<file path="config.mk">
export PLATFORM = sky130hd
export DESIGN_NAME = rv_core_top
export DESIGN_NICKNAME = d
export VERILOG_FILES = /design/src/rv32_isa_pkg.sv /design/src/core_pipe_pkg.sv /design/src/instr_fetch.sv /design/src/instr_decode.sv /design/src/hazard_ctrl.sv /design/src/alu_execute.sv /design/src/rv_core_top.sv
export SDC_FILE = /design/constraint.sdc
export NUM_CORES = 2
export LEC_CHECK = 0
export BUFFER_PORTS_ARGS = -buffer_cell sky130_fd_sc_hd__buf_4
export CAP_MARGIN = 20
export CORE_MARGIN = 2
export CORE_UTILIZATION = 60
export DETAILED_ROUTE_END_ITERATION = 8
export GPL_TIMING_DRIVEN = 0
export PLACE_DENSITY = 0.77
export SYNTH_ARGS = -nofsm -noshare
export SYNTH_HDL_FRONTEND = slang
export SYNTH_SLANG_ARGS = --single-unit
</file>
<file path="constraint.sdc">
create_clock -name clk -period 6.9 [get_ports clk]
set_input_delay 2.07 -clock clk [delete_from_list [all_inputs] [get_ports clk]]
set_output_delay 2.07 -clock clk [all_outputs]
set_load 0.02 [all_outputs]
</file>
<file path="src/rv32_isa_pkg.sv">
/* RV32I instruction-set types: data word, register index, instruction word,
   major opcode and ALU operation encodings */
`default_nettype none

package rv32_isa_pkg;

    // --------------------
    // basic widths
    // --------------------

    // data and address word
    typedef logic [31:0] word_t;

    // architectural register index, x0..x31
    typedef logic [4:0] reg_idx_t;

    // raw instruction word as fetched
    typedef logic [31:0] instr_t;

    // --------------------
    // encodings
    // --------------------

    // major opcodes of the supported subset
    typedef enum logic [6:0] {
        OP     = 7'b0110011,
        OP_IMM = 7'b0010011,
        LUI    = 7'b0110111
    } opcode_e;

    // ALU operation, PASS_B forwards operand b unchanged (LUI)
    typedef enum logic [3:0] {
        ADD    = 4'd0,
        SUB    = 4'd1,
        AND    = 4'd2,
        OR     = 4'd3,
        XOR    = 4'd4,
        SLT    = 4'd5,
        SLTU   = 4'd6,
        PASS_B = 4'd7
    } alu_op_e;

endpackage

`default_nettype wire

</file>
<file path="src/core_pipe_pkg.sv">
/* pipeline-stage packets for fetch, decode and result, plus the operand
   forwarding select */
`default_nettype none

package core_pipe_pkg;

    import rv32_isa_pkg::*;

    // --------------------
    // stage packets
    // --------------------

    // fetched word with its address
    typedef struct packed {
        logic   valid;
        word_t  pc;
        instr_t instr;
    } fetch_pkt_t;

    // decoded instruction with register values read in decode
    typedef struct packed {
        logic     valid;
        alu_op_e  alu_op;
        reg_idx_t rd;
        logic     we;
        reg_idx_t rs1;
        reg_idx_t rs2;
        logic     b_is_imm;
        word_t    imm;
        word_t    a;
        word_t    b;
    } decode_pkt_t;

    // execute result, also the register file write port
    typedef struct packed {
        logic     valid;
        logic     we;
        reg_idx_t rd;
        word_t    data;
    } result_pkt_t;

    // where execute takes an operand from
    typedef enum logic [1:0] {
        REGFILE     = 2'd0,
        FROM_EXEC   = 2'd1,
        FROM_RESULT = 2'd2
    } fwd_sel_e;

endpackage

`default_nettype wire

</file>
<file path="src/instr_fetch.sv">
/* instruction fetch: program counter, request/grant bus FSM and the
   registered fetch packet */
`timescale 1ns/100ps
`default_nettype none

module instr_fetch #(
    parameter rv32_isa_pkg::word_t reset_pc = 32'h0000_0000
) (
    input  wire logic                       clk,
    input  wire logic                       reset,
    input  wire logic                       instr_gnt,
    input  wire rv32_isa_pkg::word_t        instr_data,
    output logic                            instr_req,
    output rv32_isa_pkg::word_t             instr_addr,
    output core_pipe_pkg::fetch_pkt_t       fetch
);

    import rv32_isa_pkg::*;
    import core_pipe_pkg::*;

    typedef enum logic {
        IDLE,
        WAIT_GNT
    } fetch_state_e;

    fetch_state_e state;
    word_t        pc;
    logic         grant;

    // --------------------
    // request FSM
    // --------------------

    // one idle cycle after reset, then a request is always pending
    always_ff @(posedge clk) begin
        if (reset) begin
            state <= IDLE;
            pc    <= reset_pc;
        end else begin
            case (state)
                IDLE:     state <= WAIT_GNT;
                WAIT_GNT: state <= WAIT_GNT;
                default:  state <= IDLE;
            endcase
            if (grant) begin
                pc <= pc + 32'd4;
            end
        end
    end

    assign instr_req  = (state == WAIT_GNT);
    assign instr_addr = pc;
    assign grant      = instr_req & instr_gnt;

    // --------------------
    // fetch packet
    // --------------------

    // data is only valid in the grant cycle, so capture it there
    always_ff @(posedge clk) begin
        if (reset) begin
            fetch.valid <= 1'b0;
        end else begin
            fetch.valid <= grant;
        end
        if (grant) begin
            fetch.pc    <= pc;
            fetch.instr <= instr_data;
        end
    end

endmodule

`default_nettype wire

</file>
<file path="src/instr_decode.sv">
/* instruction decode: field split, ALU op mapping, immediates and the
   32-entry register file with write-through read */
`timescale 1ns/100ps
`default_nettype none

module instr_decode (
    input  wire logic                        clk,
    input  wire logic                        reset,
    input  wire core_pipe_pkg::fetch_pkt_t   fetch,
    input  wire core_pipe_pkg::result_pkt_t  result,
    output core_pipe_pkg::decode_pkt_t       decode,
    output rv32_isa_pkg::reg_idx_t           rs1,
    output rv32_isa_pkg::reg_idx_t           rs2
);

    import rv32_isa_pkg::*;
    import core_pipe_pkg::*;

    instr_t   instr;
    reg_idx_t rd;
    logic [2:0] funct3;
    logic [6:0] funct7;
    alu_op_e  alu_op;
    logic     known;
    logic     b_is_imm;
    word_t    imm;
    word_t    rdata_a;
    word_t    rdata_b;
    logic     wr_en;

    // x1..x31 only, x0 is hardwired
    word_t regs [1:31];

    // --------------------
    // field split
    // --------------------

    assign instr  = fetch.instr;
    assign rd     = instr[11:7];
    assign funct3 = instr[14:12];
    assign rs1    = instr[19:15];
    assign rs2    = instr[24:20];
    assign funct7 = instr[31:25];

    always_comb begin
        alu_op   = ADD;
        known    = 1'b0;
        b_is_imm = 1'b0;
        imm      = {{20{instr[31]}}, instr[31:20]};
        case (opcode_e'(instr[6:0]))
            OP: begin
                known = (funct7 == 7'b0000000);
                case (funct3)
                    3'b000: begin
                        if (funct7 == 7'b0100000) begin
                            alu_op = SUB;
                            known  = 1'b1;
                        end
                    end
                    3'b111:  alu_op = AND;
                    3'b110:  alu_op = OR;
                    3'b100:  alu_op = XOR;
                    3'b010:  alu_op = SLT;
                    3'b011:  alu_op = SLTU;
                    // shifts are not supported
                    default: known = 1'b0;
                endcase
            end
            OP_IMM: begin
                b_is_imm = 1'b1;
                known    = 1'b1;
                case (funct3)
                    3'b000:  alu_op = ADD;
                    3'b111:  alu_op = AND;
                    3'b110:  alu_op = OR;
                    3'b100:  alu_op = XOR;
                    3'b010:  alu_op = SLT;
                    default: known = 1'b0;
                endcase
            end
            LUI: begin
                alu_op   = PASS_B;
                b_is_imm = 1'b1;
                known    = 1'b1;
                imm      = {instr[31:12], 12'b0};
            end
            default: known = 1'b0;
        endcase
    end

    // --------------------
    // register file
    // --------------------

    assign wr_en = result.valid & result.we & (result.rd != 5'd0);

    always_ff @(posedge clk) begin
        if (wr_en) begin
            regs[result.rd] <= result.data;
        end
    end

    // same-cycle write is visible to the read
    always_comb begin
        if (rs1 == 5'd0)                    rdata_a = '0;
        else if (wr_en && result.rd == rs1) rdata_a = result.data;
        else                                rdata_a = regs[rs1];
        if (rs2 == 5'd0)                    rdata_b = '0;
        else if (wr_en && result.rd == rs2) rdata_b = result.data;
        else                                rdata_b = regs[rs2];
    end

    // decode register
    always_ff @(posedge clk) begin
        if (reset) begin
            decode.valid <= 1'b0;
            decode.we    <= 1'b0;
        end else begin
            decode.valid <= fetch.valid;
            decode.we    <= fetch.valid & known & (rd != 5'd0);
        end
        decode.alu_op   <= alu_op;
        decode.rd       <= rd;
        decode.rs1      <= rs1;
        decode.rs2      <= rs2;
        decode.b_is_imm <= b_is_imm;
        decode.imm      <= imm;
        decode.a        <= rdata_a;
        decode.b        <= rdata_b;
    end

endmodule

`default_nettype wire

</file>
<file path="src/hazard_ctrl.sv">
/* hazard control: matches decode sources against in-flight writers and
   picks the operand forwarding source */
`timescale 1ns/100ps
`default_nettype none

module hazard_ctrl (
    input  wire rv32_isa_pkg::reg_idx_t      rs1,
    input  wire rv32_isa_pkg::reg_idx_t      rs2,
    input  wire core_pipe_pkg::decode_pkt_t  decode,
    input  wire core_pipe_pkg::result_pkt_t  result,
    output core_pipe_pkg::fwd_sel_e          fwd_a,
    output core_pipe_pkg::fwd_sel_e          fwd_b
);

    import rv32_isa_pkg::*;
    import core_pipe_pkg::*;

    logic exec_hit_a;
    logic exec_hit_b;
    logic res_hit_a;
    logic res_hit_b;

    // --------------------
    // writer matches
    // --------------------

    // instruction now in execute sits in the result register next cycle
    assign exec_hit_a = decode.valid & decode.we & (rs1 != 5'd0) & (decode.rd == rs1);
    assign exec_hit_b = decode.valid & decode.we & (rs2 != 5'd0) & (decode.rd == rs2);

    // instruction being written back this cycle
    assign res_hit_a = result.valid & result.we & (rs1 != 5'd0) & (result.rd == rs1);
    assign res_hit_b = result.valid & result.we & (rs2 != 5'd0) & (result.rd == rs2);

    // youngest writer wins
    always_comb begin
        if (exec_hit_a)     fwd_a = FROM_EXEC;
        else if (res_hit_a) fwd_a = FROM_RESULT;
        else                fwd_a = REGFILE;

        if (exec_hit_b)     fwd_b = FROM_EXEC;
        else if (res_hit_b) fwd_b = FROM_RESULT;
        else                fwd_b = REGFILE;
    end

endmodule

`default_nettype wire

</file>
<file path="src/alu_execute.sv">
/* execute stage: forwarding muxes, ALU and the result register */
`timescale 1ns/100ps
`default_nettype none

module alu_execute (
    input  wire logic                        clk,
    input  wire logic                        reset,
    input  wire core_pipe_pkg::decode_pkt_t  decode,
    input  wire core_pipe_pkg::fwd_sel_e     fwd_a,
    input  wire core_pipe_pkg::fwd_sel_e     fwd_b,
    output core_pipe_pkg::result_pkt_t       result
);

    import rv32_isa_pkg::*;
    import core_pipe_pkg::*;

    fwd_sel_e sel_a;
    fwd_sel_e sel_b;
    word_t    last_data;
    word_t    op_a;
    word_t    op_b;
    word_t    reg_b;
    word_t    alu_out;

    // selects computed in decode, held to line up with this stage
    always_ff @(posedge clk) begin
        if (reset) begin
            sel_a <= REGFILE;
            sel_b <= REGFILE;
        end else begin
            sel_a <= fwd_a;
            sel_b <= fwd_b;
        end
        // word written back while the current instruction was in decode
        last_data <= result.data;
    end

    // --------------------
    // operand muxes
    // --------------------

    always_comb begin
        case (sel_a)
            FROM_EXEC:   op_a = result.data;
            FROM_RESULT: op_a = last_data;
            default:     op_a = decode.a;
        endcase
        case (sel_b)
            FROM_EXEC:   reg_b = result.data;
            FROM_RESULT: reg_b = last_data;
            default:     reg_b = decode.b;
        endcase
        op_b = decode.b_is_imm ? decode.imm : reg_b;
    end

    // ALU
    always_comb begin
        case (decode.alu_op)
            ADD:     alu_out = op_a + op_b;
            SUB:     alu_out = op_a - op_b;
            AND:     alu_out = op_a & op_b;
            OR:      alu_out = op_a | op_b;
            XOR:     alu_out = op_a ^ op_b;
            SLT:     alu_out = {31'b0, $signed(op_a) < $signed(op_b)};
            SLTU:    alu_out = {31'b0, op_a < op_b};
            PASS_B:  alu_out = op_b;
            default: alu_out = '0;
        endcase
    end

    always_ff @(posedge clk) begin
        if (reset) begin
            result.valid <= 1'b0;
            result.we    <= 1'b0;
        end else begin
            result.valid <= decode.valid;
            result.we    <= decode.valid & decode.we;
        end
        result.rd   <= decode.rd;
        result.data <= alu_out;
    end

endmodule

`default_nettype wire

</file>
<file path="src/rv_core_top.sv">
/* core top level: fetch, decode, execute and hazard control */
`timescale 1ns/100ps
`default_nettype none

module rv_core_top #(
    parameter rv32_isa_pkg::word_t reset_pc = 32'h0000_0000
) (
    input  wire logic                    clk,
    input  wire logic                    reset,
    input  wire logic                    instr_gnt,
    input  wire rv32_isa_pkg::word_t     instr_data,
    output logic                         instr_req,
    output rv32_isa_pkg::word_t          instr_addr,
    output logic                         wb_valid,
    output rv32_isa_pkg::reg_idx_t       wb_rd,
    output rv32_isa_pkg::word_t          wb_data
);

    import rv32_isa_pkg::*;
    import core_pipe_pkg::*;

    fetch_pkt_t  fetch;
    decode_pkt_t decode;
    result_pkt_t result;
    fwd_sel_e    fwd_a;
    fwd_sel_e    fwd_b;
    reg_idx_t    rs1;
    reg_idx_t    rs2;

    instr_fetch #(
        .reset_pc(reset_pc)
    ) u_fetch (
        .clk       (clk),
        .reset     (reset),
        .instr_gnt (instr_gnt),
        .instr_data(instr_data),
        .instr_req (instr_req),
        .instr_addr(instr_addr),
        .fetch     (fetch)
    );

    instr_decode u_decode (
        .clk   (clk),
        .reset (reset),
        .fetch (fetch),
        .result(result),
        .decode(decode),
        .rs1   (rs1),
        .rs2   (rs2)
    );

    hazard_ctrl u_hazard (
        .rs1   (rs1),
        .rs2   (rs2),
        .decode(decode),
        .result(result),
        .fwd_a (fwd_a),
        .fwd_b (fwd_b)
    );

    alu_execute u_execute (
        .clk   (clk),
        .reset (reset),
        .decode(decode),
        .fwd_a (fwd_a),
        .fwd_b (fwd_b),
        .result(result)
    );

    // retirement port, only writing instructions retire
    assign wb_valid = result.valid & result.we;
    assign wb_rd    = result.rd;
    assign wb_data  = result.data;

endmodule

`default_nettype wire

</file>
* After elaboration in Yosys (flattened, before gate mapping)
Memory sizes are Yosys's and may differ from the RTL's. A register that Yosys moved wholly into a read port is not among the register bits. Cells that the tools add are included.
Storage, ports and cells: RAM bits 992, output and inout bits 71, bits in registers 185, word-level logic and storage cells 102, bits of input ports 35, memories 1
Cells by class: bitwise operators 17, $add $sub $neg 3, mux-type cells 21, order comparisons 2, equal/unequal tests 24, reductions and logical operators 14
Memories:
- u_decode.regs | depth 31, bits a word 32, read ports 2, clocked after Yosys merged registers in 2, wr ports 1, RTL line instr_decode.sv:32 | word_t regs [1:31];
Operators by type and width (count):
- case mux 32 bit (8 select lines) | 1
- case mux 32 bit (2 select lines) | 2
- less-than comparator 32 bit | 2
- adder 32 x 3 -> 32 bit (second input constant) | 1
- adder 32 bit | 1
- AND 32 bit | 1
- 2-to-1 mux 32 bit | 1
- OR 32 bit | 1
- subtractor 32 bit | 1
- XOR 32 bit | 1
- 2-to-1 mux 31 bit | 1
- case mux 4 bit (6 select lines) | 1
- == test 7 x 6 -> 1 bit (second input constant) | 3
- == test 5 bit | 4
- nonzero test 5 bit | 4
- == test 4 x 3 -> 1 bit (second input constant) | 4
- AND 1 bit | 14
- case mux 3 bit (4 select lines) | 1
- case mux 4 bit (3 select lines) | 1
- logical NOT 5 bit | 2
- OR reduction 5 bit | 2
- == test 3 bit (second input constant) | 3
- 2-to-1 mux 1 bit | 9
- == test 4 x 2 -> 1 bit (second input constant) | 2
- 12 further kinds | 18

* Logic depth before layout (Yosys ltp)
word-level depth 6, depth in mapped cells 21, gate-level depth less buffers 18

* Cells and area by module
From an unflattened synthesis, not the netlist that was laid out.
Unflattened totals: cells, all modules 4189, area total of the unflattened synthesis 61427.7 sq um
By module, submodules not included:
- instr_decode | seq. area each 32130.8 sq um, instances 1, area each 49328.6 sq um, cells an instance 2720
- alu_execute | seq. area each 1501.4 sq um, instances 1, area each 8398.1 sq um, cells an instance 1187
- instr_fetch | seq. area each 2502.4 sq um, instances 1, area each 3378.2 sq um, cells an instance 240
- hazard_ctrl | seq. area each 0.0 sq um, instances 1, area each 316.6 sq um, cells an instance 41
- rv_core_top | seq. area each 0.0 sq um, instances 1, area each 6.3 sq um, cells an instance 1

* Least setup slack after synthesis
OpenSTA, ideal clock, no wires.
kind reg-to-reg, start register u_execute.sel_b[0], end register, netlist name u_execute.result[27], period minus slack after synthesis 4.841 ns, cell stages (with the launch flop) 19, buffers on the path 4, data required time 6.778 ns, setup time 0.122 ns, data arrival time 4.719 ns, slack 2.059 ns, cells stage by stage dfxtp_1 inv_1 ha_1 clkbuf_1 clkbuf_1 buf_1 clkbuf_1 a21oi_1 o21ai_0 ha_1 a211oi_2 o21bai_1 o41ai_4 o2111ai_1 a221o_1 a311oi_2 o41ai_1 a221o_1 a221o_1
On the way: longest elaborated chain between the ends 5, elaborated cells between the ends (all ways) 10, those cells by class add/sub (2); eq/ne (2); mux (3); bitwise (3)
RTL lines:
- start, declared | RTL line alu_execute.sv:18 | fwd_sel_e sel_b;
- start signal, assigned | RTL line alu_execute.sv:32 | sel_b <= fwd_b;
- == test 2 bit / == test 2 x 1 -> 1 bit (equally long branches) | RTL line alu_execute.sv:48 | case (sel_b)
- case mux 32 bit (2 select lines) (*) | RTL line alu_execute.sv:48
- 2-to-1 mux 32 bit (*) | RTL line alu_execute.sv:53 | op_b = decode.b_is_imm ? decode.imm : reg_b;
- subtractor 32 bit, or another cell as far along | RTL line alu_execute.sv:60 | SUB: alu_out = op_a - op_b;
- case mux 32 bit (8 select lines) (*) | RTL line alu_execute.sv:58 | case (decode.alu_op)
- net u_execute.alu_out[27] | RTL line alu_execute.sv:23 | word_t alu_out;
The timed path passes the listed nets; every way through them passes the cells marked *. A chain may end at the register's enable or synchronous reset.

* Worst setup path in the final report
start register u_execute.sel_b[0], end register, netlist name u_execute.result[27]
On the way: longest elaborated chain between the ends 5, elaborated cells between the ends (all ways) 10, those cells by class add/sub (2); eq/ne (2); mux (3); bitwise (3)
RTL lines (RTL line):
- == test 2 bit / == test 2 x 1 -> 1 bit (equally long branches) | alu_execute.sv:48
- case mux 32 bit (2 select lines) (*) | alu_execute.sv:48
- 2-to-1 mux 32 bit (*) | alu_execute.sv:53
- subtractor 32 bit, or another cell as far along | alu_execute.sv:60
- case mux 32 bit (8 select lines) (*) | alu_execute.sv:58
- net u_execute.alu_out[27] | alu_execute.sv:23
Marked as above.

==> impl_metrics.ini <==
[layout]
fin_nets = 4349
synthToLayoutAreaGrowth_pct = 14.55
post-route-util_pct = 69.13
design_area_um2 = 69030
fillCellCount = 6296
drive_gt1_share_pct = 24.65
multiInputGateArea_um2 = 23660
seq_area_um2 = 35030

[placed_design]
place_hpwl_um = 138800
dpl_cell_area_um2 = 64730
port_buffers = 102
place.gp.congestion = 0.9970

[cts]
clk_pin_slew_worst_paths_ps = 60
cts_setup_buffers = 0
htreeDepth = 3
cts_resized = 0
numCtsBuffers = 121
insertion_delay_ps = 760
cts_root_buf = clkbuf_16
cts_tree = built
cts_hold_buf = 0
clockBufferDepth = 3
cts_sinks = 1238

[setup_path]
start_kind = register
slowest_stage = a311oi_1
critPathCaptureType = register
critPathKind = register to register
cpMostUsedCell = clkbuf_1
cpPeakStageDelay_ps = 680
crit_arrival_ps = 7050
required_ps = 7480
crit_chain = inv_1, ha_1, clkbuf_1, clkbuf_1, clkbuf_2, clkbuf_1, a21oi_1, o21ai_1, ha_1, o21bai_1, o211ai_1, a311oi_1, nand3_1, a31oi_1, a31o_2, a21oi_1, a221o_1, a221o_1
cp_max_fo = 10

[timing]
relSlewSlack_pct = 16.89
rsz0062_at_grt = false
hold_viol = 0
worst_pin_slew_ps = 1247
fin_worst_skew_ps = 67.28
holdWs_ps = 396.5
slew_viol_final = 0
setup_violations = 0
finalCritPeriodShare_pct = 93.83
tns_ps = 0
max_freq_mhz = 154.5
period_needed_ps = 6474

[drt]
drtIter0Drc = 7202
detail_route.wl_per_cell_um = 36.58
vias_per_cell = 7.409
wl_um = 205100
drcViolationCount = 0
firstDrtPassIters = 8
postRouteAntennaNets = 0
vias = 41533

[yosys]
yosys_warnings = 0
syn_avg_cell_area_um2 = 15.58
synthArstFlopShare_pct = 0
synth_cell_types = 72
syn_area_um2 = 60260
synth_common_cells = edfxtp_1, mux4_2, nor2_1
synth_edf_count = 1024
yosysSeqAreaShare_pct = 58.14
synthCells = 3869
synth_top_area_share_pct = 51.03
yosys.area.top_type = edfxtp_1
synth_area_leaders = edfxtp_1, mux4_2, dfxtp_1
yosysMostFrequentCell = edfxtp_1
synth_ff_type = edfxtp_1
ys_ff_latch = 1238

[worst_hold_path]
hp-class = register to register

[grt]
grt-ovfl-total = 0
grt_pass1_vias = 40809
grt_max_degree = 33
grt_pass1_wl_um = 288200
antenna_found_initial = 9
track_usage_pct = 39.75

[status]
status = finished, final reports clean

[die]
core_um2 = 99860
num_rows = 116
floorplan.die_area_um2 = 103000
start_util_pct = 60.35
io_pins = 106
die_h_um = 320.9
die_x_um = 320.9

[pwr]
vdd_drop_max_v = 0.0002635
p_per_area_nw_per_um2 = 273.4
power_leakage_nw = 23.27

[job]
cap_violations = 0
final cells by class:
| cell class | instances | area share [%] |
|---|---|---|
| tap | 1298 | 2.353 |
| antenna | 4 | 0.01450 |
| clock inverter | 72 | 0.9915 |
| sequential | 1238 | 50.75 |
| multi-input combinational | 2195 | 34.27 |
| buffer | 325 | 2.012 |
| timing repair buffer | 208 | 4.310 |
| inverter | 112 | 0.6090 |
| clock buffer | 154 | 4.684 |
kinds of logic after synthesis:
group | Yosys count | synth area share, %
fa+ha+maj | 113 | 2.371
xor+xnor | 60 | 0.8720
buf+inv | 437 | 2.998
simple gates | 641 | 4.655
mux | 717 | 23.87
other cells | 1 | 0.006223
compound gates | 662 | 7.093
flops | 1238 | 58.14
layout by cell type (no fill, tap or decap), types with 11 or more instances in the layout:
| cell type | synthesis | routed |
|---|---|---|
| buf_16 | 0 | 41 |
| buf_12 | 0 | 24 |
| xor2_1 | 28 | 28 |
| nor2b_1 | 32 | 32 |
| clkbuf_1 | 218 | 244 |
| nor3_1 | 33 | 33 |
| a21oi_1 | 202 | 202 |
| nand4_1 | 16 | 16 |
| clkinv_2 | 0 | 22 |
| clkinv_1 | 1 | 27 |
| edfxtp_1 | 1024 | 1024 |
| mux2i_1 | 141 | 141 |
| nand2_1 | 126 | 126 |
| dfxtp_1 | 214 | 214 |
| nand3_1 | 29 | 29 |
| mux4_2 | 576 | 576 |
| nor2_1 | 342 | 311 |
| buf_1 | 52 | 50 |
| o22ai_1 | 19 | 19 |
| buf_4 | 39 | 142 |
| o21bai_1 | 15 | 15 |
| a21o_1 | 31 | 31 |
| bufinv_16 | 0 | 11 |
| buf_8 | 0 | 38 |
| clkbuf_16 | 0 | 122 |
| o211ai_1 | 12 | 12 |
| buf_2 | 16 | 16 |
| xnor2_1 | 32 | 32 |
| o21ai_0 | 110 | 109 |
| a211oi_1 | 77 | 77 |
| nor2_4 | 0 | 31 |
| inv_1 | 111 | 110 |
| a22oi_1 | 95 | 95 |
| ha_1 | 111 | 111 |
per-stage QoR:
step	setup WS, ps	instances	total power, W
2_1_floorplan	2059	3870	0.01073
6_report	426.0	5606	0.01887
3_5_place_dp	200.0	5351	0.01220
3_3_place_gp	246.0	5270	0.01177
5_1_grt	63.76	5602	0.01925
4_1_cts	169.4	5577	0.01872
state kept, by name, indices dropped and copies added (netlist names), 2 cells and up:
signal,flops
u_execute.sel_b,2
u_fetch.fetch,33
u_execute.result,39
u_execute.sel_a,2
u_fetch.instr_addr,30
u_decode.decode,107
u_execute.last_data,32
u_decode.regs,992
worst max-delay path, delay by kind of cell (launching register included):
| kind | cells | cell delay (ps) |
|---|---|---|
| buf+inv | 5 | 1860 |
| simple gates | 1 | 290 |
| fa+ha+maj | 2 | 610 |
| compound gates | 10 | 3240 |
| flops | 1 | 330 |
layer usage:
layer | part of all wire [%] | global-route usage (%) | vias up
met5 | 0.041 | 0.2364 | -
met4 | 7.0 | 22.46 | 10
met3 | 13 | 11.71 | 941
met2 | 48 | 65.16 | 3770
met1 | 32 | 47.30 | 20639
li1 | - | - | 16173
path summary, 6_finish.rpt:
| check | startpoint | endpoint | slack [ps] | depth (start not counted) |
|---|---|---|---|---|
| hold reg to reg | u_fetch.fetch[8] | u_decode.decode[109] | 400 | 0 |
| hold / removal | u_fetch.fetch[8] | u_decode.decode[109] | 400 | 0 |
| setup reg to reg | u_execute.sel_b[0] | u_execute.result[27] | 430 | 18 |
| setup / recovery | u_execute.sel_b[0] | u_execute.result[27] | 430 | 18 |
report_power, final:
group	switching, W	total [W]	internal (W)
logic	0.00183	0.00301	0.00118
clock network	0.00294	0.00666	0.00372
registers	0.000381	0.00921	0.00883
No activity file was read; power rests on OpenSTA's default activity.
